File: config.mk
export PLATFORM = sky130hd
export DESIGN_NAME = emailbox
export DESIGN_NICKNAME = d
export VERILOG_FILES = /design/src/common/emesh_pkg.sv /design/src/common/mailbox_regs_pkg.sv /design/src/mailbox/emailbox.sv /design/src/mailbox/mailbox_queue.sv /design/src/source/emesh_write_decoder.sv /design/src/source/mi_read_decoder.sv
export VERILOG_INCLUDE_DIRS = /design/src /design/src/common
export SDC_FILE = /design/constraint.sdc
export NUM_CORES = 1
export LEC_CHECK = 0
export BUFFER_PORTS_ARGS = -buffer_cell sky130_fd_sc_hd__buf_2
export CORE_MARGIN = 2
export CORE_UTILIZATION = 50
export CTS_CLUSTER_SIZE = 24
export DETAILED_ROUTE_END_ITERATION = 10
export PLACE_DENSITY_LB_ADDON = 0.08
export SYNTH_ARGS = -nofsm -noshare
export SYNTH_HDL_FRONTEND = slang
export SYNTH_SLANG_ARGS = --single-unit
File: constraint.sdc
create_clock -name rd_clk -period 6.5 [get_ports rd_clk]
set_input_delay 0.65 -clock rd_clk [delete_from_list [all_inputs] [get_ports rd_clk]]
set_output_delay 0.65 -clock rd_clk [all_outputs]
set_load 0.05 [all_outputs]
File: src/common/emailbox_defines.svh
/*
 sizing and addressing macros for the mesh mailbox
 include wherever a width, the queue depth or the link id is needed
*/
`ifndef EMAILBOX_DEFINES_SVH
`define EMAILBOX_DEFINES_SVH

// mesh packet width in bits
`define MBOX_PW     104

// register index width, the bus address adds two byte-offset bits
`define MBOX_RFAW   6

// queue entries
`define MBOX_DEPTH  16

`define MBOX_ID     12'h000   // link id, matched against addr[31:20]
`define MBOX_GROUP  3'h3      // mailbox register group, addr[10:8]

`endif

File: src/common/emesh_pkg.sv
/*
 mesh packet layout shared by the write decoder and the testbench
 import where a packet has to be split or built
*/
`default_nettype none

package emesh_pkg;

   // ##################################################
   // command encoding
   // ##################################################
   typedef enum logic {
      cmd_read  = 1'b0,   // packet bit 1 low
      cmd_write = 1'b1
   } emesh_cmd_e;

   // ##################################################
   // field positions in the 104-bit packet
   // ##################################################
   localparam int EMESH_ADDR_MSB = 39;   // 32-bit destination address
   localparam int EMESH_ADDR_LSB = 8;

   localparam int EMESH_DATA_MSB = 103;  // 64-bit payload
   localparam int EMESH_DATA_LSB = 40;

   localparam int EMESH_CMD_BIT  = 1;    // write/read select

   // derived widths
   localparam int EMESH_AW = EMESH_ADDR_MSB - EMESH_ADDR_LSB + 1;
   localparam int EMESH_DW = EMESH_DATA_MSB - EMESH_DATA_LSB + 1;

endpackage

`default_nettype wire

File: src/common/mailbox_regs_pkg.sv
/*
 register indices of the mailbox group
 the index is mi_addr without its two byte-offset bits
*/
`default_nettype none

`include "emailbox_defines.svh"

package mailbox_regs_pkg;

   // ##################################################
   // register map
   // ##################################################
   // only two registers live here, other indices read as zero
   typedef enum logic [`MBOX_RFAW-1:0] {
      reg_mailbox_lo = `MBOX_RFAW'd9,    // peek at head message
      reg_mailbox_hi = `MBOX_RFAW'd10    // read head and pop it
   } mbox_reg_e;

   // true for the two readable mailbox registers
   function automatic logic is_mailbox_reg(input mbox_reg_e idx);
      logic hit;
      hit = (idx == reg_mailbox_lo) || (idx == reg_mailbox_hi);
      return hit;
   endfunction

endpackage

`default_nettype wire

File: src/mailbox/emailbox.sv
/*
 mesh mailbox top level
 mesh writes to mailbox-low land in the queue, the processor reads
 them back through mailbox-low (peek) and mailbox-high (pop)
 connect mailbox_not_empty to an interrupt input
*/
`timescale 1ns/10ps
`default_nettype none

`include "emailbox_defines.svh"

module emailbox
   import mailbox_regs_pkg::*;
(
   input  logic                   rd_clk,
   input  logic                   reset,             // sync, active high

   // mesh write side
   input  logic                   emesh_access,
   input  logic [`MBOX_PW-1:0]    emesh_packet,

   // register read side
   input  logic                   mi_en,
   input  logic                   mi_we,
   input  logic [`MBOX_RFAW+1:0]  mi_addr,
   output logic [63:0]            mi_dout,

   // status levels
   output logic                   mailbox_full,
   output logic                   mailbox_not_empty
);

   // ##################################################
   // decoder to queue wiring
   // ##################################################
   logic         push;
   logic [63:0]  push_data;
   logic         rd_valid;
   mbox_reg_e    rd_sel;
   logic         pop;

   // mesh side filter
   emesh_write_decoder write_decoder_i (
      .rd_clk        (rd_clk),
      .reset         (reset),
      .emesh_access  (emesh_access),
      .emesh_packet  (emesh_packet),
      .push          (push),
      .push_data     (push_data)
   );

   // register side decode
   mi_read_decoder read_decoder_i (
      .rd_clk    (rd_clk),
      .reset     (reset),
      .mi_en     (mi_en),
      .mi_we     (mi_we),
      .mi_addr   (mi_addr),
      .rd_valid  (rd_valid),
      .rd_sel    (rd_sel),
      .pop       (pop)
   );

   // store, flags and read data
   mailbox_queue queue_i (
      .rd_clk             (rd_clk),
      .reset              (reset),
      .push               (push),
      .push_data          (push_data),
      .rd_valid           (rd_valid),
      .rd_sel             (rd_sel),
      .pop                (pop),
      .mi_dout            (mi_dout),
      .mailbox_full       (mailbox_full),
      .mailbox_not_empty  (mailbox_not_empty)
   );

endmodule

`default_nettype wire

File: src/mailbox/mailbox_queue.sv
/*
 16-entry single-clock message queue with the mi_dout register
 push writes the tail, a mailbox-high read pops the head
 full and not-empty come straight from the occupancy count
*/
`timescale 1ns/10ps
`default_nettype none

`include "emailbox_defines.svh"

module mailbox_queue
   import mailbox_regs_pkg::*;
(
   input  logic         rd_clk,
   input  logic         reset,
   input  logic         push,               // from write decoder
   input  logic [63:0]  push_data,
   input  logic         rd_valid,           // from read decoder
   input  mbox_reg_e    rd_sel,
   input  logic         pop,
   output logic [63:0]  mi_dout,            // one cycle per read, else zero
   output logic         mailbox_full,
   output logic         mailbox_not_empty   // interrupt level
);

   localparam int PTR_W = $clog2(`MBOX_DEPTH);
   localparam int CNT_W = PTR_W + 1;        // must hold DEPTH itself

   // ##################################################
   // storage and pointers
   // ##################################################
   logic [63:0]       mem [`MBOX_DEPTH];
   logic [PTR_W-1:0]  wr_ptr;               // next free slot
   logic [PTR_W-1:0]  rd_ptr;               // head slot
   logic [CNT_W-1:0]  count;                // entries held
   logic              do_push;
   logic              do_pop;
   logic              rd_hit;

   assign mailbox_full      = (count == CNT_W'(`MBOX_DEPTH));
   assign mailbox_not_empty = (count != '0);

   assign do_push = push && !mailbox_full;       // overflow dropped
   assign do_pop  = pop && mailbox_not_empty;    // underflow ignored

   // peek or pop of a non-empty queue returns the head
   assign rd_hit = rd_valid && is_mailbox_reg(rd_sel) && mailbox_not_empty;

   // message store
   always_ff @(posedge rd_clk) begin
      if (do_push) begin
         mem[wr_ptr] <= push_data;
      end
   end

   // pointers wrap naturally at DEPTH (power of two)
   always_ff @(posedge rd_clk) begin
      if (reset) begin
         wr_ptr <= '0;
         rd_ptr <= '0;
      end else begin
         if (do_push) begin
            wr_ptr <= wr_ptr + 1'b1;
         end
         if (do_pop) begin
            rd_ptr <= rd_ptr + 1'b1;
         end
      end
   end

   // occupancy
   always_ff @(posedge rd_clk) begin
      if (reset) begin
         count <= '0;
      end else begin
         case ({do_push, do_pop})
            2'b10:   count <= count + 1'b1;
            2'b01:   count <= count - 1'b1;
            default: count <= count;           // idle or both at once
         endcase
      end
   end

   // ##################################################
   // read data register
   // ##################################################
   always_ff @(posedge rd_clk) begin
      if (reset) begin
         mi_dout <= '0;
      end else if (rd_hit) begin
         mi_dout <= mem[rd_ptr];                // head before any pop
      end else begin
         mi_dout <= '0;                         // idle, other reg, or empty
      end
   end

   // ##################################################
   // checks
   // ##################################################
   // the sender owns flow control
   a_no_push_when_full : assert property (
      @(posedge rd_clk) disable iff (reset)
      push |-> !mailbox_full
   ) else $error("push while mailbox full, message dropped");

   a_count_in_range : assert property (
      @(posedge rd_clk) disable iff (reset)
      count <= CNT_W'(`MBOX_DEPTH)
   ) else $error("occupancy beyond depth");

   // full must never coexist with empty
   a_flags_consistent : assert property (
      @(posedge rd_clk) disable iff (reset)
      mailbox_full |-> mailbox_not_empty
   ) else $error("full and empty at once");

endmodule

`default_nettype wire

File: src/source/emesh_write_decoder.sv
/*
 mesh write filter for the mailbox
 takes every incoming packet and raises a one-cycle push with the payload
 one cycle later when the packet is a write to the mailbox-low register
*/
`timescale 1ns/10ps
`default_nettype none

`include "emailbox_defines.svh"

module emesh_write_decoder
   import emesh_pkg::*;
   import mailbox_regs_pkg::*;
(
   input  logic                 rd_clk,
   input  logic                 reset,
   input  logic                 emesh_access,   // one-cycle strobe
   input  logic [`MBOX_PW-1:0]  emesh_packet,   // valid with the strobe
   output logic                 push,           // registered accept
   output logic [63:0]          push_data       // registered payload
);

   // ##################################################
   // packet fields
   // ##################################################
   emesh_cmd_e           pkt_cmd;
   logic [EMESH_AW-1:0]  pkt_addr;
   logic [EMESH_DW-1:0]  pkt_data;
   mbox_reg_e            pkt_reg;
   logic                 accept;

   assign pkt_cmd  = emesh_cmd_e'(emesh_packet[EMESH_CMD_BIT]);
   assign pkt_addr = emesh_packet[EMESH_ADDR_MSB:EMESH_ADDR_LSB];
   assign pkt_data = emesh_packet[EMESH_DATA_MSB:EMESH_DATA_LSB];
   assign pkt_reg  = mbox_reg_e'(pkt_addr[`MBOX_RFAW+1:2]);   // drop byte offset

   // all four must hold
   assign accept = emesh_access &&
                   (pkt_cmd == cmd_write) &&
                   (pkt_addr[31:20] == `MBOX_ID) &&      // our link
                   (pkt_addr[10:8] == `MBOX_GROUP) &&    // mailbox group
                   (pkt_reg == reg_mailbox_lo);

   // ##################################################
   // output stage
   // ##################################################
   always_ff @(posedge rd_clk) begin
      if (reset) begin
         push <= 1'b0;
      end else begin
         push <= accept;
      end
   end

   // payload follows the packet, qualified by push
   always_ff @(posedge rd_clk) begin
      push_data <= pkt_data;
   end

   // the queue stores whatever arrives with push
   a_push_data_known : assert property (
      @(posedge rd_clk) disable iff (reset)
      push |-> !$isunknown(push_data)
   ) else $error("push with unknown payload");

endmodule

`default_nettype wire

File: src/source/mi_read_decoder.sv
/*
 register bus read decoder
 samples mi_en/mi_we/mi_addr and presents a registered read strobe,
 the register index and a pop for mailbox-high reads to the queue
*/
`timescale 1ns/10ps
`default_nettype none

`include "emailbox_defines.svh"

module mi_read_decoder
   import mailbox_regs_pkg::*;
(
   input  logic                   rd_clk,
   input  logic                   reset,
   input  logic                   mi_en,
   input  logic                   mi_we,     // writes are ignored here
   input  logic [`MBOX_RFAW+1:0]  mi_addr,   // byte address
   output logic                   rd_valid,  // read sampled last edge
   output mbox_reg_e              rd_sel,    // index of that read
   output logic                   pop        // read hit mailbox-high
);

   logic       mi_rd;
   mbox_reg_e  mi_reg;

   // ##################################################
   // decode
   // ##################################################
   assign mi_rd  = mi_en & ~mi_we;                       // enable without write
   assign mi_reg = mbox_reg_e'(mi_addr[`MBOX_RFAW+1:2]); // word index

   // strobes are control state
   always_ff @(posedge rd_clk) begin
      if (reset) begin
         rd_valid <= 1'b0;
         pop      <= 1'b0;
      end else begin
         rd_valid <= mi_rd;
         pop      <= mi_rd && (mi_reg == reg_mailbox_hi);  // only hi pops
      end
   end

   // select only matters while rd_valid is high
   always_ff @(posedge rd_clk) begin
      rd_sel <= mi_reg;
   end

   // ##################################################
   // checks
   // ##################################################
   // a pop without a read would lose a message unseen
   a_pop_is_read : assert property (
      @(posedge rd_clk) disable iff (reset)
      pop |-> (rd_valid && (rd_sel == reg_mailbox_hi))
   ) else $error("pop without a mailbox-high read");

endmodule

`default_nettype wire

# Word-level counts from Yosys, hierarchy flattened

Memories as Yosys holds them, arrays and structs flattened. A register that Yosys moved wholly into a read port is not among the register bits.
Cells that the tools add are included.
W data, S select, Z words.

Output and inout port bits: 66
Memories: 1
Flip-flop bits (word level): 86
Memory bits (writable): 1024
Input bits: 117
Logic and storage cells: 42

Eq/ne operators: 8
$add $sub $neg: 4
Reduce and logical (&&, ||, !) cells: 15
Muxes and demuxes: 3
Bitwise operators: 3

Memories:

| name        | depth | width | read ports | clocked after memory_dff | wr ports | line                | RTL |
|---|---|---|---|---|---|---|---|
| queue_i.mem | 16    | 64    | 1          | 1                        | 1        | mailbox_queue.sv:32 | `` logic [63:0] mem [`MBOX_DEPTH]; `` |

Operators by type and width:

| cell                  | number |
|---|---|
| $eq A6 B4 Y1 const B  | 4 |
| $logic_not A12 Y1     | 1 |
| $pmux W5 S2           | 1 |
| $logic_and A1 B1 Y1   | 9 |
| $add A4 B1 Y4 const B | 2 |
| $add A5 B1 Y5 const B | 1 |
| $eq A5 B5 Y1 const B  | 1 |
| $reduce_bool A5 Y1    | 1 |
| $sub A5 B1 Y5 const B | 1 |
| $eq A3 B2 Y1 const B  | 1 |
| $eq A2 B1 Y1 const B  | 1 |
| $eq A2 B2 Y1 const B  | 1 |
| $mux W1               | 2 |
| $not A1 Y1            | 2 |
| $reduce_bool A2 Y1    | 1 |
| $reduce_or A2 Y1      | 1 |
| $and A1 B1 Y1         | 1 |
| $logic_not A1 Y1      | 1 |
| $logic_or A1 B1 Y1    | 1 |

# Logic depth before layout (Yosys ltp)

Gate-level depths: netlist of run 1.

Word-level depth: 6
Depth in mapped cells: 13
Mapped depth without buffers: 10

# Modules after synthesis

A second synthesis of run 1 with hierarchy kept.

Cells, all modules: 1909
Area total of the unflattened synthesis: 43219.0 um2

By module, submodules not included:

| module              | cells each | times used | seq. area each (um2) | area each (um2) |
|---|---|---|---|---|
| mailbox_queue       | 1823       | 1          | 32291.0              | 41655.0 |
| emesh_write_decoder | 75         | 1          | 1301.2               | 1366.3 |
| mi_read_decoder     | 11         | 1          | 160.2                | 197.7 |

# Worst setup path before layout of run 1

OpenSTA, ideal clock, no wires.

Path kind: reg-to-reg
Start: register queue_i.count[2]
End: memory queue_i.mem[0][0] (enable)
Setup slack: 0.519 ns
Buffers on the path: 1
Arrival: 5.416 ns
Required time: 5.935 ns
Stages on the path, launching flop included: 6
Period minus slack after synthesis: 5.981 ns
Setup time: 0.565 ns
Cell sequence: dfxtp_1 > buf_2 > nor4_1 > a21boi_1 > nand2_1 > nor3_1

Longest elaborated chain between the ends: 5

RTL lines:

| what                          | line                | RTL |
|---|---|---|
| from (decl)                   | mailbox_queue.sv:35 | `logic [CNT_W-1:0] count;` |
| from (signal assigned)        | mailbox_queue.sv:77 | `2'b10: count <= count + 1'b1;` |
| from (signal assigned)        | mailbox_queue.sv:78 | `2'b01: count <= count - 1'b1;` |
| from (signal assigned)        | mailbox_queue.sv:79 | `default: count <= count;` |
| $eq A5 B5 Y1                  | mailbox_queue.sv:40 | `` assign mailbox_full = (count == CNT_W'(`MBOX_DEPTH)); `` |
| $logic_not A1 Y1              | mailbox_queue.sv:43 | `assign do_push = push && !mailbox_full;` |
| $logic_and A1 B1 Y1           | mailbox_queue.sv:43 |  |
| $mux W1                       | mailbox_queue.sv:51 | `if (do_push) begin` |
| $mux W1 (not written as such) | mailbox_queue.sv:52 | `mem[wr_ptr] <= push_data;` |
| to (decl)                     | mailbox_queue.sv:32 |  |

No other way between the ends.

# Final worst setup path of run 1

Start: register queue_i.count[1]
End: register queue_i.count[4]

Elaborated cells on any way between the ends: 11
Those cells by class: 2 x add/sub; 3 x eq/ne; 1 x mux; 5 x reduce/logical

RTL lines:

| what                                              | line                | RTL |
|---|---|---|
| $reduce_bool A5 Y1 (*)                            | mailbox_queue.sv:41 | `assign mailbox_not_empty = (count != '0);` |
| $logic_and A1 B1 Y1 (*)                           | mailbox_queue.sv:44 | `assign do_pop = pop && mailbox_not_empty;` |
| named net queue_i.do_pop                          | mailbox_queue.sv:37 | `logic do_pop;` |
| $eq A2 B1 Y1 or $eq A2 B2 Y1 (tied branches)      | mailbox_queue.sv:76 | `case ({do_push, do_pop})` |
| $pmux W5 S2 or $reduce_bool A2 Y1 (tied branches) | -                   |  |

The timed path passes the listed nets; every way through them passes the cells marked *.
A chain may end at the register's enable or synchronous reset.

==> summary.md, run 1 <==
| Metric | Value |
|---|---|
| CTS H-tree lvls | `3` |
| Final core utilization | `0.579` |
| # port buffers | `about 160` |
| Setup TNS | `0 ns` |
| Critical Path End Type | `flop` |
| DR vias/cell | `5.74` |
| #FFs+latches synth | `between 1000 and 1500` |
| Final min period | `roughly 3.4 ns` |
| DR vias | `roughly 19000` |
| CTS tree | `yes` |
| Die Ht | `between 200 and 300 um` |
| Setup slack after layout | `approximately 3 ns` |
| Relative slew slack | `0.279` |
| HP Class | `input port to flop` |
| Max Freq | `a little under 300 MHz` |
| Post-place instance area | `0.0453 mm^2` |
| Worst-Margin Slew | `1.08 ns` |
| Peak supply drop | `roughly 0.25 mV` |
| Post-Syn Instances | `around 1900` |
| Io pins | `about 180` |
| First-pass GRT wire length | `~130000 um` |
| Area Overhead vs Synth | `14.5%` |
| Num CTS Buffers | `about 120` |
| Hold-fix buffers at CTS | `0` |
| Synth top area cells | `edfxtp_1, mux4_2, dfxtp_1` |
| Critical Path Fanout Max | `11` |
| Root Driver | `clkbuf_16` |
| Num rows | `107` |
| CTS Sinks | `1174` |
| Seq/Total Area, Yosys | `0.783` |
| Maximum buffer depth of the clock tree | `3` |
| RSZ-0062 raised after global routing | `no` |
| Synthesized cell area | `roughly 0.043 mm^2` |
| HPWL Detailed | `between 40000 and 50000 um` |
| Worst skew pair latency | `around 0.67 ns` |
| Synth warnings | `0` |
| Final worst path period share | `0.526` |
| Worst Hold Launch | `emesh_packet[55]` |
| GPL Wtd Cong | `between 0.7 and 0.8` |
| Dpl ws | `3.09 ns` |
| Setup Skew | `between 0.015 and 0.02 ns` |
| DRT antenna net count | `0` |
| R2R cell count | `9` |
| Antenna cell count | `0` |
| Slew Limit Fails | `0` |
| DRC Markers | `0` |
| Area leader, netlist | `edfxtp_1` |
| EDFF count, synth | `1024` |
| Final instance area | `just under 0.05 mm^2` |
| Synth top area share | `0.713` |
| Register-to-register setup slack | `3.08 ns` |
| Unique cell type count in the Yosys netlist | `53` |
| Ratio of cells with drive above 1 in the final layout | `0.331` |
| Initial antenna violation count | `3` |
| Data arrival, critical path | `around 4 ns` |
| Most frequent cells in the layout | `edfxtp_1, mux4_2, buf_2` |
| Top FF cell, synth | `edfxtp_1` |
| Startpoint Class | `flop` |
| Max Cap Violations | `0` |
| Starting DRT DRC Count | `~1400` |
| Critical path class | `flop to flop` |
| Worst setup startpoint | `queue_i.count[1]` |
| RR Endpoint | `queue_i.count[4]` |
| Die width | `298 um` |
| GRT overflow | `0` |
| Worst-path clk slew | `0.06 ns` |
| CP required | `7.05 ns` |
| Status | `finished, final reports clean` |
| Setup violators final | `0` |
| Setup fix buffers added after clock tree synthesis | `0` |
| WL/cell | `27.0 um` |
| Syn nets | `approximately 2000` |
| Detailed Routing Iterations Pass 1 | `5` |
| Ys async rst share | `0` |
| PwrDens | `between 300 and 400 mW/mm^2` |
| Post-synthesis average cell area | `22.6 um^2` |
| Initial Util | `0.506` |
| End of the worst hold path | `write_decoder_i.push_data[15]` |
| CTS-repair resized insts | `0` |
| Final Hold Vio Count | `0` |
| Reg-to-Reg Start | `queue_i.count[1]` |
| Most common cell after layout, fill and taps aside | `edfxtp_1` |
| Total Routed Length | `~91000 um` |
| Final-stage net count | `between 2000 and 2500` |
| Full die area | `just under 0.09 mm^2` |
| Vias in the first global route | `between 20000 and 25000` |
| Total Routing Usage GR | `0.207` |
| Core area | `0.0853 mm^2` |
| Largest net degree at the start of global routing | `105` |
| Worst Hold Depth | `1` |
| Leakage power | `roughly 0.016 uW` |
report_power, final:
group / switching (uW) / internal (uW)
logic: 28.1 / 25.6
registers: 84.8 / 8200
clock network: 2790 / 4260
total: 2910 / 12500
worst max path at each step:
stage | end | cells after the start | slack, ns
global placement | queue_i.count[4] | 9 | 3.10
finish | queue_i.count[4] | 9 | 3.08
floorplan | queue_i.mem[0][0] | 5 | 0.52
detailed placement | queue_i.count[4] | 9 | 3.09
global route | queue_i.count[4] | 9 | 2.86
CTS | queue_i.count[4] | 9 | 3.06
final cells by class:
class	count	area, um^2
sequential	1174	33800
clock buffer	162	3290
multi-input combinational	625	8810
timing repair buffer	205	1220
clock inverter	62	820
fill	6264	35900
tap	1144	1430
inverter	7	26.3
cell families after synthesis:
logic type | count (synthesis) | synth area share
compound gates | 82 | 0.0143
xor+xnor | 9 | 0.00183
fa+ha+maj | 9 | 0.00261
buf+inv | 110 | 0.0160
flops | 1174 | 0.783
mux | 387 | 0.166
simple gates | 138 | 0.0168
cell usage after synthesis (3+ instances only):
cell type	number
nand2_1	13
mux2_2	64
o21ai_0	3
o211ai_1	3
nand2b_1	4
xor2_1	8
nor2_1	23
nor4_1	3
buf_1	11
nor3_1	71
mux4_2	256
buf_4	9
inv_1	7
a21oi_1	3
buf_12	6
dlygate4sd1_1	3
nor4b_1	4
ha_1	9
buf_6	7
buf_2	32
dfxtp_1	150
a21o_1	64
mux2i_1	67
clkbuf_1	31
edfxtp_1	1024
state kept, by name, summed over array words and instances (netlist names):
signal / flops
read_decoder_i.rd_valid: 1
queue_i.count: 5
queue_i.wr_ptr: 4
write_decoder_i.push_data: 64
read_decoder_i.rd_sel: 6
queue_i.mem: 1024
write_decoder_i.push: 1
read_decoder_i.pop: 1
queue_i.mi_dout: 64
queue_i.rd_ptr: 4
metrics by stage:
step                hold WS [ns]  total power [uW]  std cells
global route              0.0261             15800       3379
global placement           0.543              8490       3155
finish                    0.0650             15400       3379
floorplan                  0.523              8430       1909
CTS                       0.0186             15500       3379
detailed placement         0.551              8500       3155
worst max-delay path, cell delays in order (launching register included):
cell and delay [ns]:
dfxtp_1 0.39, or4_1 0.69, o21ai_1 0.37, inv_1 0.11, ha_1 0.35, ha_1 0.28, or4b_2 0.61, a211o_1 0.28
o311a_1 0.11, o311ai_0 0.10
routing by layer:
| layer | track usage | vias to the layer above | wire [um] |
|---|---|---|---|
| met5 | 0 | - | 0 |
| met1 | 0.298 | 10500 | 40600 |
| met3 | 0.0323 | 99 | 4070 |
| li1 | - | 8367 | - |
| met2 | 0.341 | 464 | 45300 |
| met4 | 0.0415 | 0 | 1200 |
(Power assumes the default switching activity.)
==> inputs of run 2 (changes only) <==
--- a/config.mk
+++ b/config.mk
@@ -6,6 +6,7 @@
 export SDC_FILE = /design/constraint.sdc
 export NUM_CORES = 1
 export LEC_CHECK = 0
+export ABC_AREA = 1
 export BUFFER_PORTS_ARGS = -buffer_cell sky130_fd_sc_hd__buf_2
 export CORE_MARGIN = 2
 export CORE_UTILIZATION = 50
==> constraint.sdc (replaced) <==
create_clock -name rd_clk -period 3.3 [get_ports rd_clk]
set_input_delay 0.33 -clock rd_clk [delete_from_list [all_inputs] [get_ports rd_clk]]
set_output_delay 0.33 -clock rd_clk [all_outputs]
set_load 0.05 [all_outputs]
==> run 2 against run 1 <==
Effect of this change: global-route usage rose by 3.0 points; synthesized cell count rose by 130%; clock skew rose by 0.016 ns; routed wire length rose by 25%; maximum frequency rose by 39%; first-iteration DRC count rose by 78%; setup slack got worse by 2.2 ns; die area rose by 8.5%; clock-buffer cell count rose by 26; utilization fell by 0.076 points; hold slack improved by 0.20 ns; power rose by 92%; highest routed layer unchanged.
==> summary.md, run 2 <==
| Metric | Value |
|---|---|
| Status | `finished, final reports clean` |
| M3 GR Usage | `0.0340 (+0.00168)` |
| Data arrival, critical path | `3.02 ns (-0.95 ns)` |
| Unique cell type count in the Yosys netlist | `23 (-57%)` |
| Worst Setup EP | `queue_i.count[4]` |
| Ys async rst share | `0 (unchanged)` |
| Io pins | `183 (unchanged)` |
| Worst setup startpoint | `queue_i.count[0]` |
| Most frequent cells in the layout | `nand2_1, edfxtp_1, nand3_1` |
| Post-Syn Instances | `4298 (+130%)` |
| Leakage power | `0.0221 uW (+37%)` |
| Synth top cells by count | `nand2_1, edfxtp_1, nand3_1, inv_1, buf_2` |
| Slew Limit Fails | `0 (unchanged)` |
| EDFF count, synth | `1024 (unchanged)` |
| DRT antenna net count | `0 (unchanged)` |
| Total Routed Length | `114000 um (+25%)` |
| Ratio of cells with drive above 1 in the final layout | `0.0905 (-0.240)` |
| DRC Markers | `0 (unchanged)` |
| Die Ht | `310 um (+4.2%)` |
| Setup violators final | `0 (unchanged)` |
| Layer with the highest usage | `met2` |
| Seq/Total Area, Yosys | `0.720 (-0.0624)` |
| Final worst path period share | `0.744 (+0.218)` |
| Core area | `0.0930 mm^2 (+9.1%)` |
| Worst-Margin Slew | `0.974 ns (-0.108 ns)` |
| Syn nets | `4424 (+120%)` |
| Synth top area share | `0.656 (-0.0569)` |
| Root Driver | `clkbuf_16` |
| Final core utilization | `0.578 (-0.000758)` |
| PwrDens | `549 mW/mm^2 (+76%)` |
| Num CTS Buffers | `120 (+1.7%)` |
| Crit-path cells | `nor2_1 > nand4_1 > nand2_1 > inv_1 > ha_1 > nand2_1 > inv_1 > nor2_1 > ha_1 > inv_1 > nand2_1 > nand3_1 > nand3b_1 > nand3_1 > nand2_1 > inv_1` |
| CTS Sinks | `1174 (unchanged)` |
| Num rows | `112 (+4.7%)` |
| RR Endpoint | `queue_i.count[4]` |
| Peak supply drop | `0.468 mV (+90%)` |
| Crit path buf inv count | `4 (+3)` |
| Max incr delay on CP | `0.34 ns (-0.35 ns)` |
| Most flop-heavy register | `queue_i.mem` |
| CTS H-tree lvls | `3 (unchanged)` |
| Largest net degree at the start of global routing | `133 (+27%)` |
| Top flop regs | `queue_i.mem (1024), queue_i.mi_dout (64), write_decoder_i.push_data (64)` |
| HPWL Detailed | `53400 um (+21%)` |
| Starting DRT DRC Count | `2471 (+78%)` |
| Total Routing Usage GR | `0.237 (+0.0301)` |
| Most common cell after layout, fill and taps aside | `nand2_1` |
| GRT met1 Usage | `0.325 (+0.0277)` |
| Initial antenna violation count | `0 (-3)` |
| Slowest cell on crit path | `dfxtp_1` |
| Critical path class | `flop to flop` |
| Post-synthesis average cell area | `10.9 um^2 (-52%)` |
| WHS | `0.263 ns (+0.198 ns)` |
| Critical Path Fanout Max | `7 (-4)` |
| WL/cell | `19.4 um (-28%)` |
| Final Hold Vio Count | `0 (unchanged)` |
| Relative slew slack | `0.351 (+0.0718)` |
| Synth top area cells | `edfxtp_1, nand2_1, nand3_1` |
| Max Freq | `407 MHz (+39%)` |
| GPL Wtd Cong | `0.730 (+2.0%)` |
| GR Util met2 | `0.396 (+0.0551)` |
| Stages on worst setup path | `16 (+7)` |
| DR vias | `29800 (+54%)` |
| Non-filler cells, final | `5862 (+73%)` |
| #FFs+latches synth | `1174 (unchanged)` |
| Final instance area | `0.0538 mm^2 (+9.0%)` |
| Final-stage net count | `4632 (+110%)` |
| Synthesized cell area | `0.0469 mm^2 (+8.7%)` |
| Placed Cells | `5560 (+76%)` |
| CTS tree | `yes` |
| RSZ-0062 raised after global routing | `no` |
| Max Cap Violations | `0 (unchanged)` |
| Antenna cell count | `0 (unchanged)` |
| Post-place instance area | `0.0492 mm^2 (+8.7%)` |
| Most common cell in the netlist | `nand2_1` |
| # port buffers | `162 (unchanged)` |
| Die width | `310 um (+4.2%)` |
| Initial Util | `0.504 (-0.00205)` |
| Area Overhead vs Synth | `14.8%` |
| CP required | `3.87 ns (-3.18 ns)` |
| Synth warnings | `0 (unchanged)` |
| Critical Path End Type | `flop` |
| CP delay by family, top | `simple AND/OR/NAND/NOR gates` |
| Register-to-register setup slack | `0.84 ns (-2.23 ns)` |
| Final min period | `2.46 ns (-0.965 ns)` |
| Worst Hold Launch | `emesh_packet[82]` |
| Worst skew pair latency | `0.70 ns (+0.03 ns)` |
| DR vias/cell | `5.09 (-11%)` |
| HP Class | `input port to flop` |
| Max reg flops | `1024 (unchanged)` |
| Reg-to-Reg Start | `queue_i.count[0]` |
| Vias in the first global route | `28200 (+37%)` |
| First-pass GRT wire length | `170000 um (+26%)` |
| Detailed Routing Iterations Pass 1 | `7 (+2)` |
| Top FF cell, synth | `edfxtp_1` |
| Setup Skew | `0.0359 ns (+0.0160 ns)` |
| Area leader, netlist | `edfxtp_1` |
| GRT overflow | `0 (unchanged)` |
| Maximum buffer depth of the clock tree | `3 (unchanged)` |
| Full die area | `0.0962 mm^2 (+8.5%)` |
| Startpoint Class | `flop` |
| R2R cell count | `16 (+7)` |
| Worst-path clk slew | `0.06 ns (about the same)` |
| Number of fillers in the final layout | `7781 (+24%)` |
## run 2: cell types whose count changed after synthesis, sizes merged, moves of 64 or more
cell and change:
mux2i -67, a21oi +73, nor3 -68, nand2 +1557, nand3 +649, mux2 -64
buf +129, a21o -64, mux4 -256, inv +537
## run 2: kinds of logic (layout without fill, tap and decap cells)
logic type / after synthesis / in the layout / share of synthesized area
compound gates: 84 / 84 / 0.00902
buf+inv: 764 / 1074 / 0.0681
simple gates: 2261 / 2261 / 0.199
xor+xnor: 6 / 6 / 0.00112
flops: 1174 / 1174 / 0.720
fa+ha+maj: 9 / 9 / 0.00240
## run 2: worst min path at each step
stage / to / slack [ns] / cells after the start
finish: write_decoder_i.push_data[42] / 0.26 / 2
global route: write_decoder_i.push_data[10] / 0.24 / 2
CTS: write_decoder_i.push_data[46] / 0.22 / 2
detailed placement: write_decoder_i.push_data[52] / 0.43 / 1
global placement: write_decoder_i.push_data[49] / 0.43 / 1
floorplan: read_decoder_i.rd_sel[0] / 0.36 / 0
## run 2: timing repair
item / in CTS / in global routing
hold buffers: 78 / 0
hold endpoints to repair: 77 / 0
gates resized for setup: 0 / 0
setup buffers: 0 / 0
## run 2: metal layers
layer | part of all wire | up-vias
met5 | 0 | -
met3 | 0.051 | 170
li1 | - | 14500
met2 | 0.48 | 735
met4 | 0.026 | 0
met1 | 0.44 | 14400
## run 2: area by class of cell
type / instances / area, um^2 / share of cell area
Multi-Input combinational cell: 2360 / 10100 / 0.187
Clock buffer: 188 / 3470 / 0.0645
Sequential cell: 1174 / 33800 / 0.628
Clock inverter: 36 / 339 / 0.00630
Timing Repair Buffer: 306 / 2510 / 0.0467
Inverter: 544 / 2080 / 0.0387
Tap cell: 1254 / 1570 / 0.0292
## run 2: power breakdown
group	total [uW]	internal, uW	switching (uW)
clock	13100	7630	5440
combinational	149	102	46.9
sequential	16300	16200	173
total	29500	23900	5660
## run 2: metrics by stage
stage | power [uW] | TNS [ns] | setup WS [ns]
after floorplan | 16600 | -664.32 | -0.800
after global placement | 16700 | 0 | 0.859
after detailed placement | 16700 | 0 | 0.852
after CTS | 29800 | 0 | 0.848
after global routing | 30400 | 0 | 0.610
final | 29500 | 0 | 0.844
